$ cat src/hdl/icachePkg.sv
// Geometry constants and the fetch address type shared by the instruction cache.
// Modules pull these in with a wildcard import in their headers.
package icachePkg;

    // fixed geometry
    localparam int ADDR_BITS = 32;
    localparam int WORD_BITS = 32;
    localparam int BLOCK_WORDS = 4;
    localparam int BLOCK_BITS = WORD_BITS * BLOCK_WORDS;
    localparam int SETS = 16;
    localparam int INDEX_BITS = $clog2(SETS);
    localparam int TAG_BITS = ADDR_BITS - INDEX_BITS - $clog2(BLOCK_WORDS) - 2;
    localparam int BLOCK_ADDR_BITS = TAG_BITS + INDEX_BITS;

    // field view of a byte address, tag in the top bits
    typedef struct packed {
        logic [TAG_BITS-1:0] tag;
        logic [INDEX_BITS-1:0] index;
        logic [$clog2(BLOCK_WORDS)-1:0] wordSel;
        logic [1:0] byteOff;
    } fetchFieldsT;

    // one fetch address, read either as a raw word or by field
    typedef union packed {
        logic [ADDR_BITS-1:0] raw;
        fetchFieldsT fields;
    } fetchAddrT;

    // word n of a block sits at bits [32n+31:32n]

endpackage

$ cat src/hdl/cacheCtrl.sv
// Lookup and miss controller. Checks the array for each fetch, hands a hit line
// straight back, or runs a refill through the memory port, writes the block
// into the array and then returns it to the fetch port.
`timescale 1ns/1ps

module cacheCtrl import icachePkg::*; #(
    parameter int WAYS = 4
) (
    input  logic clk,
    input  logic rst,
    input  logic lookupStart,
    input  fetchAddrT fetchAddr,
    input  logic hit,
    input  logic [BLOCK_BITS-1:0] hitData,
    input  logic fillDone,
    input  logic [BLOCK_BITS-1:0] fillData,
    output logic [TAG_BITS-1:0] lookupTag,
    output logic [INDEX_BITS-1:0] lookupIndex,
    output logic touch,
    output logic fill,
    output logic fillStart,
    output logic [BLOCK_ADDR_BITS-1:0] fillAddr,
    output logic [BLOCK_BITS-1:0] lineData,
    output logic lineDone
);

    typedef enum logic [2:0] {stIdle, stLookup, stRefill, stWrite, stRespond} stateT;

    stateT state;

    // associativity must be a power of two from 2 to 8
    if (WAYS < 2 || WAYS > 8 || (WAYS & (WAYS - 1)) != 0) begin : gWaysCheck
        $error("unsupported associativity %0d", WAYS);
    end

    // the held fetch address drives the array and the refill
    assign lookupTag = fetchAddr.fields.tag;
    assign lookupIndex = fetchAddr.fields.index;
    assign fillAddr = {fetchAddr.fields.tag, fetchAddr.fields.index};

    always_ff @(posedge clk or negedge rst) begin
        if (!rst) begin
            state <= stIdle;
            touch <= 1'b0;
            fill <= 1'b0;
            fillStart <= 1'b0;
            lineDone <= 1'b0;
        end else begin
            touch <= 1'b0;
            fill <= 1'b0;
            fillStart <= 1'b0;
            lineDone <= 1'b0;
            case (state)
                stIdle: begin
                    if (lookupStart && hit) begin
                        touch <= 1'b1;
                        lineDone <= 1'b1;
                        state <= stLookup;
                    end else if (lookupStart) begin
                        fillStart <= 1'b1;
                        state <= stRefill;
                    end
                end
                // hit line is on its way back, MRU update in flight
                stLookup: state <= stIdle;
                stRefill: begin
                    if (fillDone) begin
                        fill <= 1'b1;
                        state <= stWrite;
                    end
                end
                // array takes the block at the end of this cycle
                stWrite: begin
                    lineDone <= 1'b1;
                    state <= stRespond;
                end
                default: state <= stIdle;
            endcase
        end
    end

    always_ff @(posedge clk) begin
        if (state == stIdle && lookupStart && hit) begin
            lineData <= hitData;
        end else if (state == stRefill && fillDone) begin
            lineData <= fillData;
        end
    end

endmodule

$ cat config.mk
export PLATFORM = sky130hd
export DESIGN_NAME = cacheCtrl
export DESIGN_NICKNAME = d
export VERILOG_FILES = /design/src/hdl/icachePkg.sv /design/src/hdl/cacheCtrl.sv
export SDC_FILE = /design/constraint.sdc
export NUM_CORES = 1
export LEC_CHECK = 0
export ABC_AREA = 1
export BUFFER_PORTS_ARGS = -buffer_cell sky130_fd_sc_hd__buf_2
export CAP_MARGIN = 20
export CORE_AREA = 2 2 184 186
export CTS_CLUSTER_SIZE = 10
export DETAILED_ROUTE_END_ITERATION = 16
export DIE_AREA = 0 0 186 188
export PLACE_DENSITY_LB_ADDON = 0.12
export REMOVE_ABC_BUFFERS = 1
export SLEW_MARGIN = 20
export SYNTH_ARGS = -nofsm -noshare
export SYNTH_HDL_FRONTEND = slang
export SYNTH_SLANG_ARGS = --single-unit
$ cat constraint.sdc
create_clock -name clk -period 9.65 [get_ports clk]
set_input_delay 0.965 -clock clk [delete_from_list [all_inputs] [get_ports clk]]
set_output_delay 0.965 -clock clk [all_outputs]
set_load 0.005 [all_outputs]
==> results by group <==
Timing
  – Max Freq: 276 MHz
  – Final hold viol count: 0
  – Period utilization: 0.376
  – Final setup skew: roughly 0.012 ns
  – Period minus WS final: 3.62 ns
  – Worst-margin pin slew: roughly 0.9 ns
  – Relative slew slack: 0.402
  – Max Slew Vio Count: 0
  – Setup violators final: 0
  – Setup TNS: 0 ns
  – RSZ-0062 raised after global routing: no

Detailed routing
  – DRC Markers: 0
  – DR iter-0 viols: 272
  – DRT Pass-1 Iters: 4
  – Post-DRT Antenna Nets: 0
  – WL/cell: between 15 and 20 um
  – Via count: slightly above 5000
  – Vias/cell: about 3.7
  – Routed WL: about 23000 um

Finish
  – Final net count: around 1200
  – Most common cell after layout, fill and taps aside: buf_2
  – Sequential Area: 4020 um^2
  – Area Overhead vs Synth: 42.4%
  – Multi-input gate area: 1540 um^2
  – Layout cells sized above 1: 0.445
  – Filler cells: ~3700
  – Commonest cells after routing, fill and taps aside: 392 x buf_2, 389 x nand2_1, 128 x edfxtp_1, 21 x clkbuf_16, 7 x dfrtp_1

Worst setup path
  – WP data required: between 9 and 10 ns
  – Worst Setup EP: lineData[13]
  – Setup Crit Path Kind: primary input to flop
  – Crit Reg-Reg Endpoint: lineData[13]
  – CP arrival: ~3.7 ns
  – Critical Path Start Type: primary input
  – Setup crit end kind: flop
  – Critical Path Start: lookupStart
  – Setup slack, reg-to-reg: ~6.2 ns
  – Max FO, Critical Path: between 60 and 70
  – Reg2Reg Depth: 5
  – Critical R2R Launch: state[0]

Floorplanning
  – DIE HEIGHT: approximately 190 um
  – Row count: 67
  – Die width: roughly 190 um
  – Core ar.: between 30000 and 40000 um^2
  – Starting Density: 0.186
  – I/O pins: between 400 and 500
  – Die ar.: 35000 um^2

Pwr
  – Internal: between 1.5 and 2 mW
  – Pwr dens: between 200 and 300 nW/um^2
  – Total Power: 2.20 mW
  – Switching pwr: between 0.6 and 0.7 mW
  – Leakage: around 4.3 nW
  – Logic pwr share: 0.257
  – Sequential Power Share: 0.432
  – Switching portion of total power: 0.309
  – Peak supply drop: between 0.0001 and 0.00015 V
  – Clk pwr share: 0.312

Placement
  – Port Buffers: approximately 390
  – GP Congestion: just over 0.7
  – Post-DP HPWL: ~17000 um

Outcome
  – Outcome: completed

Yosys
  – Mapped Area: 6150 um^2
  – Adder-cell share of the synthesized area: 0
  – Sequential cell area fraction in the yosys report: 0.654
  – Netlist cell types: 14
  – Compound-Gate Fraction of Synth Area: 0.00244
  – Syn_area_per_cell: 9.84 um^2
  – Flops & latches, synth: ~140
  – Post-Synth XOR/XNOR Area: 0
  – Synth warn: 0
  – Cells after Synth: about 630
  – Simple-gate share of the synthesized area: 0.245
  – Multiplexer share of the synthesized area: 0
  – Largest family of logic cells by synthesized area: simple AND/OR/NAND/NOR gates

CTS
  – Clock sink count: between 100 and 150
  – Post-CTS sizing: 0
  – CTS tree: done
  – Clock transition at the registers of the reported paths: around 0.070 ns
  – CTS H-tree depth: 4
  – Hold_buf cts: 0
  – Clock Path Buffers: 2
  – Inserted Clock Buffers: 17
  – Setup repair bufs after CTS: 0
  – Root Buffer: clkbuf_16
  – Clock insertion delay at the later pin of the skew report: 0.42 ns

Global route
  – Vias in the first global route: 5158
  – Initial antenna violation count: 2
  – Largest net degree at the start of global routing: between 70 and 80
  – First-pass GRT wire length: between 30000 and 40000 um
  – GRT overflow: 0
  – GRT Total Usage: 0.128

Flow run
  – Total of max-cap violations: 0

Hold path
  – Hold Crit Class: primary input to async pin
## through the flow
step                std cells  cell area [um^2]  hold WS (ns)  worst slack, ns  utilization
floorplan                 541              5560         0.507            -1.11            -
global placement         1385              8130         0.530             5.34        0.246
detailed placement       1385              8130         0.541             5.39        0.246
CTS                      1417              8750         0.339             5.85        0.264
global route             1418              8750         0.345             5.68        0.264
finish                   1419              8750         0.361             6.03        0.264
## worst max-delay path: stages
cell and delay [ns]:
buf_2 0.11, nand2_1 0.06, nor2_1 0.16, nand2_4 0.43, o21ai_4 0.52, buf_4 0.78, buf_4 0.61
## how the worst min path moves through the flow
stage	to	slack [ns]	cells past startpoint
CTS	touch	0.34	1
global route	touch	0.34	1
finish	touch	0.36	1
floorplan	state[2]	0.51	2
detailed placement	state[2]	0.54	2
global placement	state[2]	0.53	2
## registers in the layout, summed over array words and instances, names as in the netlist
| name | cells |
|---|---|
| lineDone | 1 |
| touch | 1 |
| fill | 1 |
| fillStart | 1 |
| lineData | 128 |
| state | 3 |
## Yosys cell counts
cell type / n / area, um^2
nor2_2: 1 / 6.26
nor3b_1: 1 / 7.51
inv_1: 4 / 15.0
nand2_2: 1 / 6.26
nand3_1: 3 / 15.0
inv_2: 1 / 3.75
dfrtp_1: 7 / 175
clkbuf_1: 4 / 15.0
buf_4: 69 / 518
nand2_1: 389 / 1460
nor2_1: 3 / 11.3
edfxtp_1: 128 / 3840
o21ai_0: 3 / 15.0
buf_2: 11 / 55.1
## per-layer routing
| metal | vias up | track usage | share of wire |
|---|---|---|---|
| met3 | 16 | 0.0783 | 0.14 |
| met4 | 2 | 0.0394 | 0.012 |
| met5 | - | 0.0214 | 0.0045 |
| met2 | 294 | 0.193 | 0.44 |
| li1 | 2606 | - | - |
| met1 | 2265 | 0.150 | 0.40 |
## final cells by class
cell class | count | share of cell area
Antenna cell | 2 | 0.000572
Clock buffer | 25 | 0.0652
Clock inverter | 7 | 0.00543
Inverter | 5 | 0.00243
Multi-Input combinational cell | 401 | 0.176
Sequential cell | 135 | 0.459
Tap cell | 448 | 0.0640
Timing Repair Buffer | 396 | 0.228
## cell families after synthesis
group,after synthesis
and+or+nand+nor,398
buffers and inverters,89
DFF,135
AOI/OAI and AO/OA,3
## power groups by stage
stage	logic [mW]	registers (mW)	clock network (mW)
final	0.565	0.951	0.687
after global routing	0.641	0.970	0.738
after floorplan	0.210	1.08	0
after CTS	0.589	0.954	0.717
after global placement	0.599	0.959	0
after detailed placement	0.589	0.964	0
No activity file was read; power rests on OpenSTA's default activity.
