$ cat config.mk
export PLATFORM = sky130hd
export DESIGN_NAME = fetchPort
export DESIGN_NICKNAME = d
export VERILOG_FILES = /design/src/hdl/icachePkg.sv /design/src/hdl/fetchPort.sv
export SDC_FILE = /design/constraint.sdc
export NUM_CORES = 1
export LEC_CHECK = 0
export BUFFER_PORTS_ARGS = -buffer_cell sky130_fd_sc_hd__buf_4
export CAP_MARGIN = 20
export CORE_MARGIN = 10
export CORE_UTILIZATION = 35
export DETAILED_ROUTE_END_ITERATION = 8
export HOLD_SLACK_MARGIN = 0.02
export PLACE_DENSITY = 0.82
export SLEW_MARGIN = 40
export SYNTH_ARGS = -nofsm -noshare
export SYNTH_HDL_FRONTEND = slang
export SYNTH_SLANG_ARGS = --single-unit
export TNS_END_PERCENT = 100
$ cat constraint.sdc
create_clock -name clk -period 2.65 [get_ports clk]
set_input_delay 0.265 -clock clk [delete_from_list [all_inputs] [get_ports clk]]
set_output_delay 0.265 -clock clk [all_outputs]
set_load 0.02 [all_outputs]
$ cat src/hdl/icachePkg.sv
// Geometry constants and the fetch address type shared by the instruction cache.
// Modules pull these in with a wildcard import in their headers.
package icachePkg;

    // fixed geometry
    localparam int ADDR_BITS = 32;
    localparam int WORD_BITS = 32;
    localparam int BLOCK_WORDS = 4;
    localparam int BLOCK_BITS = WORD_BITS * BLOCK_WORDS;
    localparam int SETS = 16;
    localparam int INDEX_BITS = $clog2(SETS);
    localparam int TAG_BITS = ADDR_BITS - INDEX_BITS - $clog2(BLOCK_WORDS) - 2;
    localparam int BLOCK_ADDR_BITS = TAG_BITS + INDEX_BITS;

    // field view of a byte address, tag in the top bits
    typedef struct packed {
        logic [TAG_BITS-1:0] tag;
        logic [INDEX_BITS-1:0] index;
        logic [$clog2(BLOCK_WORDS)-1:0] wordSel;
        logic [1:0] byteOff;
    } fetchFieldsT;

    // one fetch address, read either as a raw word or by field
    typedef union packed {
        logic [ADDR_BITS-1:0] raw;
        fetchFieldsT fields;
    } fetchAddrT;

    // word n of a block sits at bits [32n+31:32n]

endpackage

$ cat src/hdl/fetchPort.sv
// CPU side of the instruction cache. Answers the four-phase fetch handshake,
// holds the fetch address for the controller and picks the requested word
// out of the block the controller hands back.
`timescale 1ns/1ps

module fetchPort import icachePkg::*; (
    input  logic clk,
    input  logic rst,
    input  logic cpuReq,
    input  fetchAddrT cpuAddr,
    input  logic [BLOCK_BITS-1:0] lineData,
    input  logic lineDone,
    output logic cpuAck,
    output logic [WORD_BITS-1:0] cpuData,
    output logic lookupStart,
    output fetchAddrT fetchAddr
);

    typedef enum logic [1:0] {stIdle, stBusy, stAck} stateT;

    stateT state;

    always_ff @(posedge clk or negedge rst) begin
        if (!rst) begin
            state <= stIdle;
            cpuAck <= 1'b0;
            lookupStart <= 1'b0;
        end else begin
            lookupStart <= 1'b0;
            case (state)
                stIdle: begin
                    if (cpuReq) begin
                        lookupStart <= 1'b1;
                        state <= stBusy;
                    end
                end
                stBusy: begin
                    if (lineDone) begin
                        cpuAck <= 1'b1;
                        state <= stAck;
                    end
                end
                // hold the answer until the CPU lets go of the request
                default: begin
                    if (!cpuReq) begin
                        cpuAck <= 1'b0;
                        state <= stIdle;
                    end
                end
            endcase
        end
    end

    // address and returned word
    always_ff @(posedge clk) begin
        if (state == stIdle && cpuReq) begin
            fetchAddr <= cpuAddr;
        end
        if (state == stBusy && lineDone) begin
            cpuData <= lineData[fetchAddr.fields.wordSel * WORD_BITS +: WORD_BITS];
        end
    end

endmodule

==> results of run 1 <==
-- area by class of cell --
cell class	count	area [um^2]
Tap cell	105	131
Clock inverter	7	91.3
Clock buffer	9	124
Timing Repair Buffer	234	1770
Inverter	1	3.75
Sequential cell	68	2020
Fill cell	614	3200
Multi-Input combinational cell	44	798
-- routing by layer --
metal / wire length, um / up-vias / part of all wire (%) / track usage [%]
met4: 187 / 0 / 1.8 / 6.17
li1: - / 1001 / - / -
met1: 3460 / 1089 / 33 / 15.8
met5: 0 / - / 0 / 0
met2: 5840 / 127 / 57 / 29.8
met3: 845 / 13 / 8.2 / 6.11
-- cell families (layout without fill, tap and decap cells) --
group	after synthesis	in the layout	share of synthesized area (%)
AO/OA/AOI/OAI	5	5	0.992
AND/OR/NAND/NOR	7	7	1.08
multiplexers	32	32	25.1
buffers and inverters	8	251	3.11
flip-flops	68	68	69.7
-- through the flow --
stage / hold slack [ps] / instance area (um^2) / std cells / power (uW)
final: 106 / 4940 / 468 / 3730
after global placement: 61.1 / 4700 / 450 / 2800
after CTS: 83.9 / 4940 / 468 / 3790
after global routing: 78.0 / 4940 / 468 / 3910
after floorplan: -30.6 / 2900 / 120 / 2260
after detailed placement: 64.9 / 4710 / 451 / 2850
-- power by group --
part | total (uW) | internal (uW) | switching (uW)
Combinational | 1230 | 596 | 632
Clock | 921 | 527 | 394
Sequential | 1580 | 1490 | 88.4
Total | 3730 | 2610 | 1110
-- timing repair --
action	in CTS	in global routing
endpoints found under the setup margin	0	0
endpoints found under the hold margin	4	0
hold buffers	1	0
-- path summary, 6_finish.rpt --
| path | start | to | slack [ps] | cells past startpoint |
|---|---|---|---|---|
| max | fetchAddr[2]$_DFFE_PP_ | cpuData[0]$_DFFE_PP_ | 910 | 2 |
| min | cpuAddr[18] | fetchAddr[18]$_DFFE_PP_ | 110 | 1 |
| max reg2reg | fetchAddr[2]$_DFFE_PP_ | cpuData[0]$_DFFE_PP_ | 910 | 2 |
| min reg2reg | cpuAck$_DFFE_PN0P_ | cpuAck$_DFFE_PN0P_ | 530 | 2 |
| max in group asynchronous | rst | state[1]$_DFFE_PN0P_ | 2280 | 2 |
| min in group asynchronous | rst | lookupStart$_DFF_PN0_ | 260 | 2 |
-- state kept, by name (all words and copies together), names as in the netlist --
name         count
cpuData         32
cpuAck           1
fetchAddr       32
state            2
lookupStart      1
-- cell usage in the layout (no fill, tap or decap) --
cell / synthesis / routed
buf_4: 0 / 232
edfxtp_1: 64 / 64
mux4_2: 30 / 30
clkbuf_8: 0 / 9
dfrtp_1: 4 / 4
nand2_1: 3 / 3
mux4_1: 2 / 2
nand2b_1: 2 / 2
o21ai_0: 2 / 2
clkinv_2: 0 / 2
clkinv_4: 0 / 2
bufinv_16: 0 / 2
nor2_2: 0 / 1
nor2_4: 0 / 1
inv_1: 1 / 1
a21boi_0: 1 / 1
a31oi_1: 1 / 1
a21oi_1: 1 / 1
clkinv_1: 0 / 1
dlygate4sd3_1: 0 / 1
buf_8: 0 / 1
==> out/qor.csv, run 1 <==
stage;metric;value;unit
yosys;Async SR Flop Fraction;5.88;%
sta;RSZ-0062 raised after global routing;false;
sta;final period utilization;65.8;%
drt;WL final;10.3;mm
floorplan;initial core utilization;35.7;%
yosys;most numerous cell in the Yosys netlist;edfxtp_1;
power_and_ir_drop;static leakage;0.00212;uW
setup_path;slowest stage cell, crit path;mux4_1;
setup_path;critical path type;register to register;
floorplan;Core Region;8130;um^2
global_route;initial antenna violation count;0;
setup_path;worst-path cell chain;buf_4, mux4_1;
drt;WL/cell;22.1;um
drt;Iter 0 DRT Violations;90;
setup_path;CP Buf/Inv Count;1;
drt;via count;2230;
global_route;largest net degree at the start of global routing;34;
setup_path;CP max stage delay;630;ps
clock_tree;post-CTS setup buffer count;0;
run_status;status;completed;
power_and_ir_drop;maximum VDD drop;0.000333;V
clock_tree;CTS clk-pin slew, worst paths;80;ps
yosys;Syn Area/Cell;24.2;um^2
setup_path;Crit path max-delay family;multiplexers;
yosys;FF+latch count, synth;68;
layout;share of post-route cells with drive strength above 1;77.1;%
placed_design;GP Congestion;0.792;
placed_design;Post-Place Setup Slack;880;ps
floorplan;die area;12300;um^2
setup_path;Critical Path AT;1810;ps
power_and_ir_drop;PD cells;755;nW/um^2
clock_tree;cts bufs inserted;9;
sta;Slew Limit Fails;0;
global_route;first-pass GRT wire length;15.2;mm
yosys;Mapped Nets;284;
clock_tree;Clock Latency Late Sink;330;ps
global_route;via count of the first global-routing pass;2701;
sta;final sum of negative setup slack;0;ps
sta;Slew HR;59.5;%
setup_path;startpoint types;register;
drt;DR DRC count;0;
yosys;share of the synthesized area in the top cell type;66.3;%
layout;P&R area growth vs syn;70.2;%
clock_tree;CTS tree;built;
sta;worst clock skew;6.19;ps
clock_tree;CTS H-Tree Depth;3;
yosys;Post-synth EDFFs;64;
layout;ant diodes;0;
sta;Final Worst Setup Slack;906;ps
clock_tree;clk root buf;clkbuf_8;
yosys;warning count from the yosys run;0;
placed_design;quantity of I/O buffers inserted on ports;229;
sta;final hold viol count;0;
setup_path;Crit. End Element;register;
yosys;Synth cell types;15;
yosys;Synth Cell Area;2900;um^2
clock_tree;PostCTS Resize Cnt;0;
setup_path;crit path max fanout;33;
drt;DR vias/cell;4.76;
floorplan;row cnt;33;
flow_run;max cap viols;0;
yosys;main flop type after synthesis;edfxtp_1;
floorplan;Die X;111;um
drt;Antenna Nets Post-Route;0;
layout;nets;522;
sta;min cycle time layout;1740;ps
floorplan;Boundary Pins;230;
yosys;Mapped Cells;120;
yosys;largest cells by area after synthesis;edfxtp_1 (66%), mux4_2 (23%), dfrtp_1 (3.5%);
global_route;global route overflow;0;
layout;fin util;60.7;%
sta;fmax;573;MHz
sta;worst slew pin tran;608;ps
yosys;largest area contributor in the netlist;edfxtp_1;
floorplan;die height;111;um
drt;drt first pass iters;4;
clock_tree;Clock Tree Buf Depth;2;
clock_tree;CTS Sinks;68;
yosys;register area share after synthesis;69.7;%
sta;Final setup viols;0;
yosys;Commonest cells post-synth;edfxtp_1 (64), mux4_2 (30), dfrtp_1 (4);
setup_path;Critical Path RT;2720;ps
min_path;Hold WC Path Type;input port to register;
global_route;GRT Total Usage;16.1;%
Note: power is estimated with default switching activity, not from simulation.
==> run 2: changes to the inputs <==
--- a/config.mk
+++ b/config.mk
@@ -11,7 +11,7 @@
 export CORE_UTILIZATION = 35
 export DETAILED_ROUTE_END_ITERATION = 8
 export HOLD_SLACK_MARGIN = 0.02
-export PLACE_DENSITY = 0.82
+export PLACE_DENSITY = 0.85
 export SLEW_MARGIN = 40
 export SYNTH_ARGS = -nofsm -noshare
 export SYNTH_HDL_FRONTEND = slang
==> constraint.sdc (replaced) <==
create_clock -name clk -period 1.6 [get_ports clk]
set_input_delay 0.16 -clock clk [delete_from_list [all_inputs] [get_ports clk]]
set_output_delay 0.16 -clock clk [all_outputs]
set_load 0.02 [all_outputs]
==> out/qor.csv, run 2 (same netlist as run 1, synthesis figures left out) <==
stage;metric;value;unit;change
layout;most frequent cells in the layout;buf_4 (235), edfxtp_1 (64), dlygate4sd3_1 (33);;was buf_4 (232), edfxtp_1 (64), mux4_2 (30)
drt;WL/cell;22.0;um;was 22.1 um
floorplan;Boundary Pins;230;;unchanged
setup_path;CP Buf/Inv Count;2;;was 1
layout;nets;560;;was 522
setup_path;FF-to-FF path depth;3;;was 2
sta;final sum of negative setup slack;0;ps;unchanged
layout;Largest regs;cpuData (32), fetchAddr (32), state (2);;unchanged
drt;via count;2383;;was 2230
clock_tree;cts bufs inserted;9;;unchanged
min_path;Hold WC Path Type;input port to register;;unchanged
placed_design;HPWL Detailed;8.65;mm;
setup_path;crit path max fanout;16;;was 33
drt;Iter 0 DRT Violations;111;;was 90
setup_path;Crit path max-delay family;multiplexers;;unchanged
setup_path;CP max stage delay;510;ps;was 630 ps
layout;P&R area growth vs syn;84.6;%;was 70.2%
setup_path;slowest stage cell, crit path;mux4_2;;was mux4_1
sta;RSZ-0062 raised after global routing;false;;unchanged
setup_path;number of cells on the critical path;3;;was 2
clock_tree;CTS Sinks;68;;unchanged
sta;Final setup viols;0;;unchanged
drt;DR vias/cell;4.69;;was 4.76
min_path;Worst Hold Depth;3;;was 1
floorplan;initial core utilization;35.7;%;unchanged
drt;DR DRC count;0;;unchanged
floorplan;Core Region;8130;um^2;unchanged
sta;min cycle time layout;1470;ps;was 1740 ps
layout;share of post-route cells with drive strength above 1;71.6;%;was 77.1%
setup_path;Critical Path AT;1560;ps;was 1810 ps
setup_path;Crit. End Element;register;;unchanged
floorplan;Die X;111;um;unchanged
setup_path;worst-path cell chain;buf_4, clkbuf_16, mux4_2;;was buf_4, mux4_1
power_and_ir_drop;static leakage;0.00229;uW;was 0.00212 uW
floorplan;die height;111;um;unchanged
run_status;status;completed;;unchanged
sta;Slew HR;79.9;%;was 59.5%
drt;drt first pass iters;4;;unchanged
placed_design;quantity of I/O buffers inserted on ports;229;;unchanged
global_route;initial antenna violation count;2;;was 0
drt;WL final;11.2;mm;was 10.3 mm
clock_tree;CTS clk-pin slew, worst paths;80;ps;about the same
sta;worst clock skew;12.5;ps;was 6.19 ps
global_route;via count of the first global-routing pass;2858;;was 2701
setup_path;Critical Path RT;1690;ps;was 2720 ps
sta;final hold viol count;0;;unchanged
setup_path;startpoint types;register;;unchanged
drt;Antenna Nets Post-Route;0;;unchanged
power_and_ir_drop;maximum VDD drop;0.000468;V;was 0.000333 V
global_route;GRT Total Usage;17.2;%;was 16.1%
setup_path;critical path type;register to register;;unchanged
flow_run;max cap viols;0;;unchanged
clock_tree;Clock Latency Late Sink;340;ps;was 330 ps
clock_tree;Clock Tree Buf Depth;2;;unchanged
sta;worst slew pin tran;301;ps;was 608 ps
sta;Slew Limit Fails;0;;unchanged
floorplan;die area;12300;um^2;unchanged
power_and_ir_drop;PD cells;1180;nW/um^2;was 755 nW/um^2
sta;fmax;679;MHz;was 573 MHz
clock_tree;CTS H-Tree Depth;3;;unchanged
clock_tree;PostCTS Resize Cnt;0;;unchanged
power_and_ir_drop;Total Power;6290;uW;was 3730 uW
global_route;largest net degree at the start of global routing;34;;unchanged
floorplan;row cnt;33;;unchanged
clock_tree;clk root buf;clkbuf_8;;unchanged
placed_design;GP Congestion;0.777;;was 0.792
global_route;first-pass GRT wire length;16.4;mm;was 15.2 mm
layout;commonest non-fill, non-tap cell in the layout;buf_4;;unchanged
sta;final period utilization;92.0;%;was 65.8%
global_route;global route overflow;0;;unchanged
clock_tree;CTS tree;built;;unchanged
run 2: cell types whose count changed in the layout (fill, tap and decap cells not counted), sizes merged:
cell and change:
buf +4, bufinv -1, clkbuf +2, clkinv -3, clkinvlp +1, diode +2, dlygate4sd3 +32, inv +3
run 2: cell type report:
cell class                      instances  area [um^2]
Sequential cell                        68         2020
Multi-Input combinational cell         44          803
Clock buffer                            9          124
Timing Repair Buffer                  272         2180
Tap cell                              105          131
Fill cell                             592         2780
Inverter                                1         3.75
Clock inverter                          7         81.3
Antenna cell                            2         5.00
run 2: worst register-to-register path: cells and delay by family, from the launching register on:
| kind | cells | cell delay (ps) |
|---|---|---|
| buffers and inverters | 2 | 340 |
| DFF | 1 | 350 |
| muxes | 1 | 520 |
run 2: per-layer routing:
metal | track usage (%) | vias to the layer above | routed length, um
met2 | 31.8 | 140 | 6270
li1 | - | 1082 | -
met3 | 7.25 | 14 | 1010
met5 | 0 | - | 0
met1 | 16.6 | 1147 | 3750
met4 | 5.91 | 0 | 158
run 2: path summary, 6_finish.rpt:
kind | slack (ps) | endpoint | from
hold reg to reg | 610 | cpuAck$_DFFE_PN0P_ | cpuAck$_DFFE_PN0P_
setup reg to reg | 130 | cpuData[17]$_DFFE_PP_ | fetchAddr[2]$_DFFE_PP_
min in group asynchronous | 160 | state[0]$_DFFE_PN0P_ | rst
max in group asynchronous | 1330 | lookupStart$_DFF_PN0_ | rst
hold / removal | 90 | state[1]$_DFFE_PN0P_ | cpuReq
setup / recovery | 130 | cpuData[17]$_DFFE_PP_ | fetchAddr[2]$_DFFE_PP_
run 2: metrics by stage:
| stage | hold slack (ps) | util (%) | cells | setup slack [ps] | area [um^2] |
|---|---|---|---|---|---|
| 4_1_cts | 67.3 | 65.0 | 502 | 61.7 | 5290 |
| 3_3_place_gp | -42.3 | 58.4 | 453 | 106 | 4750 |
| 3_5_place_dp | -38.8 | 58.4 | 453 | 92.7 | 4750 |
| 2_1_floorplan | -136 | - | 120 | 78.4 | 2920 |
| 5_1_grt | 94.4 | 65.8 | 508 | 75.6 | 5360 |
| 6_report | 91.3 | 65.8 | 508 | 128 | 5360 |
run 2: where the power goes:
| group | total (uW) | internal, uW | switching, uW |
|---|---|---|---|
| Combinational | 2220 | 1130 | 1090 |
| Sequential | 2620 | 2460 | 160 |
| Clock | 1450 | 741 | 713 |
| Total | 6290 | 4330 | 1960 |
run 2: timing repair:
item	in CTS	in global routing
hold buffers	33	0
endpoints found under the hold margin	36	0
setup buffers	0	2
endpoints found under the setup margin	0	1
==> run 3: changes to the inputs <==
--- a/config.mk
+++ b/config.mk
@@ -11,7 +11,7 @@
 export CORE_UTILIZATION = 35
 export DETAILED_ROUTE_END_ITERATION = 8
 export HOLD_SLACK_MARGIN = 0.02
-export PLACE_DENSITY = 0.85
+export PLACE_DENSITY = 0.82
 export SLEW_MARGIN = 40
 export SYNTH_ARGS = -nofsm -noshare
 export SYNTH_HDL_FRONTEND = slang
==> constraint.sdc (replaced) <==
create_clock -name clk -period 1.4 [get_ports clk]
set_input_delay 0.14 -clock clk [delete_from_list [all_inputs] [get_ports clk]]
set_output_delay 0.14 -clock clk [all_outputs]
set_load 0.02 [all_outputs]
==> out/qor.csv, run 3 (same netlist as run 1, synthesis figures left out) <==
stage;metric;value;unit;change
sta;Slew HR;80.4;%;was 79.9%
layout;Non-Filler Instances;508;;unchanged
power_and_ir_drop;PD cells;1310;nW/um^2;was 1180 nW/um^2
floorplan;row cnt;33;;unchanged
layout;ant diodes;0;;was 2
global_route;global route overflow;0;;unchanged
placed_design;quantity of I/O buffers inserted on ports;229;;unchanged
drt;Antenna Nets Post-Route;0;;unchanged
drt;DR DRC count;0;;unchanged
sta;final hold viol count;0;;unchanged
sta;Final Worst Setup Slack;-56.5;ps;was 128 ps
run_status;status;finished with violations;;was completed
min_path;hold path endpoint;cpuAck$_DFFE_PN0P_;;was state[1]$_DFFE_PN0P_
floorplan;die height;111;um;unchanged
layout;P&R area growth vs syn;85.8;%;was 84.6%
setup_path;critical path type;register to register;;unchanged
sta;Slew Limit Fails;0;;unchanged
power_and_ir_drop;Clock power frac;20.6;%;was 23.1%
min_path;Hold Crit Start;cpuReq;;unchanged
sta;min cycle time layout;1460;ps;was 1470 ps
global_route;first-pass GRT wire length;16.0;mm;was 16.4 mm
floorplan;Boundary Pins;230;;unchanged
power_and_ir_drop;internal power;4890;uW;was 4330 uW
sta;worst slew pin tran;293;ps;was 301 ps
placed_design;dpl cell area;4810;um^2;was 4750 um^2
layout;most frequent cells in the layout;buf_4 (233), edfxtp_1 (64), dlygate4sd3_1 (33);;was buf_4 (235), edfxtp_1 (64), dlygate4sd3_1 (33)
min_path;Worst Hold Depth;3;;unchanged
layout;Largest regs;cpuData (32), fetchAddr (32), state (2);;unchanged
power_and_ir_drop;static leakage;0.00230;uW;was 0.00229 uW
sta;Final setup viols;32;;was 0
power_and_ir_drop;maximum VDD drop;0.000556;V;was 0.000468 V
drt;WL final;10.7;mm;was 11.2 mm
global_route;via count of the first global-routing pass;2925;;was 2858
power_and_ir_drop;power share of the sequential group;42.4;%;was 41.7%
clock_tree;CTS Sinks;68;;unchanged
drt;DR vias/cell;4.66;;was 4.69
power_and_ir_drop;combinational power share;37.0;%;was 35.2%
setup_path;startpoint types;register;;unchanged
sta;worst clock skew;11.5;ps;was 12.5 ps
clock_tree;CTS H-Tree Depth;3;;unchanged
clock_tree;CTS tree;built;;unchanged
placed_design;HPWL Detailed;8.49;mm;was 8.65 mm
flow_run;max cap viols;0;;unchanged
setup_path;reg-to-reg endpoint;cpuData[31]$_DFFE_PP_;;was cpuData[17]$_DFFE_PP_
drt;Iter 0 DRT Violations;80;;was 111
clock_tree;Clock Tree Buf Depth;2;;unchanged
sta;RSZ-0062 raised after global routing;true;;was false
floorplan;Die X;111;um;unchanged
clock_tree;cts bufs inserted;9;;unchanged
floorplan;initial core utilization;35.7;%;unchanged
clock_tree;clk root buf;clkbuf_8;;unchanged
global_route;initial antenna violation count;0;;was 2
clock_tree;CTS clk-pin slew, worst paths;80;ps;about the same
drt;via count;2368;;was 2383
drt;WL/cell;21.0;um;was 22.0 um
setup_path;Critical Path AT;1520;ps;was 1560 ps
drt;drt first pass iters;4;;unchanged
setup_path;Critical Path RT;1460;ps;was 1690 ps
placed_design;placed instance count;455;;was 453
sta;final period utilization;104;%;was 92.0%
power_and_ir_drop;Net Sw Power;2170;uW;was 1960 uW
setup_path;crit path max fanout;2;;was 16
floorplan;die area;12300;um^2;unchanged
power_and_ir_drop;switch share;30.8;%;was 31.2%
layout;commonest non-fill, non-tap cell in the layout;buf_4;;unchanged
layout;nets;562;;was 560
clock_tree;Clock Latency Late Sink;330;ps;was 340 ps
floorplan;Core Region;8130;um^2;unchanged
run_status;failing checks;negative setup slack;;
global_route;GRT Total Usage;16.5;%;was 17.2%
global_route;largest net degree at the start of global routing;33;;was 34
layout;share of post-route cells with drive strength above 1;72.0;%;was 71.6%
placed_design;GP Congestion;0.767;;was 0.777
layout;final instance area;5390;um^2;was 5360 um^2
sta;fmax;687;MHz;was 679 MHz
setup_path;worst r2r src;fetchAddr[2]$_DFFE_PP_;;unchanged
setup_path;reg-to-reg slack, setup;-60;ps;was 130 ps
min_path;Hold WC Path Type;input port to register;;unchanged
setup_path;Crit. End Element;register;;unchanged
setup_path;FF-to-FF path depth;3;;unchanged
==> run 3: layout make-up <==
type / instances / area [um^2]
Clock inverter: 5 / 37.5
Timing Repair Buffer: 274 / 2250
Tap cell: 105 / 131
Fill cell: 594 / 2750
Multi-Input combinational cell: 44 / 807
Sequential cell: 68 / 2020
Inverter: 1 / 3.75
Clock buffer: 11 / 141
==> run 3: worst max-delay path by stage <==
| stage | to | cells past startpoint | startpoint | slack (ps) |
|---|---|---|---|---|
| 3_3_place_gp | cpuData[8]$_DFFE_PP_ | 2 | fetchAddr[2]$_DFFE_PP_ | -40 |
| 4_1_cts | cpuData[0]$_DFFE_PP_ | 3 | fetchAddr[2]$_DFFE_PP_ | -60 |
| 6_report | cpuData[31]$_DFFE_PP_ | 3 | fetchAddr[2]$_DFFE_PP_ | -60 |
| 5_1_grt | cpuData[31]$_DFFE_PP_ | 3 | fetchAddr[2]$_DFFE_PP_ | -80 |
| 3_5_place_dp | cpuData[21]$_DFFE_PP_ | 2 | fetchAddr[2]$_DFFE_PP_ | -90 |
| 2_1_floorplan | cpuData[10]$_DFFE_PP_ | 3 | fetchAddr[2]$_DFFE_PP_ | -120 |
==> run 3: power by group through the flow <==
stage	registers [uW]	clock network [uW]	logic (uW)
after floorplan	3510	0	797
after global placement	3030	0	2420
after detailed placement	3040	0	2480
after CTS	3000	1500	2660
after global routing	3040	1600	2760
final	3000	1450	2610
==> run 3: per-layer routing <==
layer | global-route usage (%) | part of all wire [%]
met5 | 0 | 0
met4 | 5.74 | 1.6
met3 | 6.76 | 9.5
met2 | 30.9 | 55
met1 | 15.8 | 34
==> run 3: stage by stage <==
stage | setup TNS (ps) | setup WS [ps] | total power [uW] | hold WS, ps | util (%)
global placement | -936 | -43.0 | 5450 | -62.5 | 59.1
CTS | -519 | -63.6 | 7150 | 64.1 | 66.3
finish | -645 | -56.5 | 7060 | 80.6 | 66.3
global route | -1510 | -75.6 | 7400 | 76.6 | 66.3
detailed placement | -1720 | -92.6 | 5520 | -58.4 | 59.1
floorplan | -5620 | -122 | 4300 | -156 | -
==> run 3: timing repair <==
| action | in CTS | in global routing |
|---|---|---|
| cloned | 2 | 0 |
| hold endpoints to repair | 36 | 0 |
| hold buffers | 33 | 0 |
| resized for setup | 3 | 1 |
| endpoints found under the setup margin | 32 | 32 |
| pin swaps | 0 | 0 |
| setup buffers | 2 | 0 |
==> run 3: worst max-delay path, stage by stage (launching register included) <==
cell      delay (ps)
edfxtp_1         380
buf_4            160
buf_4            120
mux4_1           530
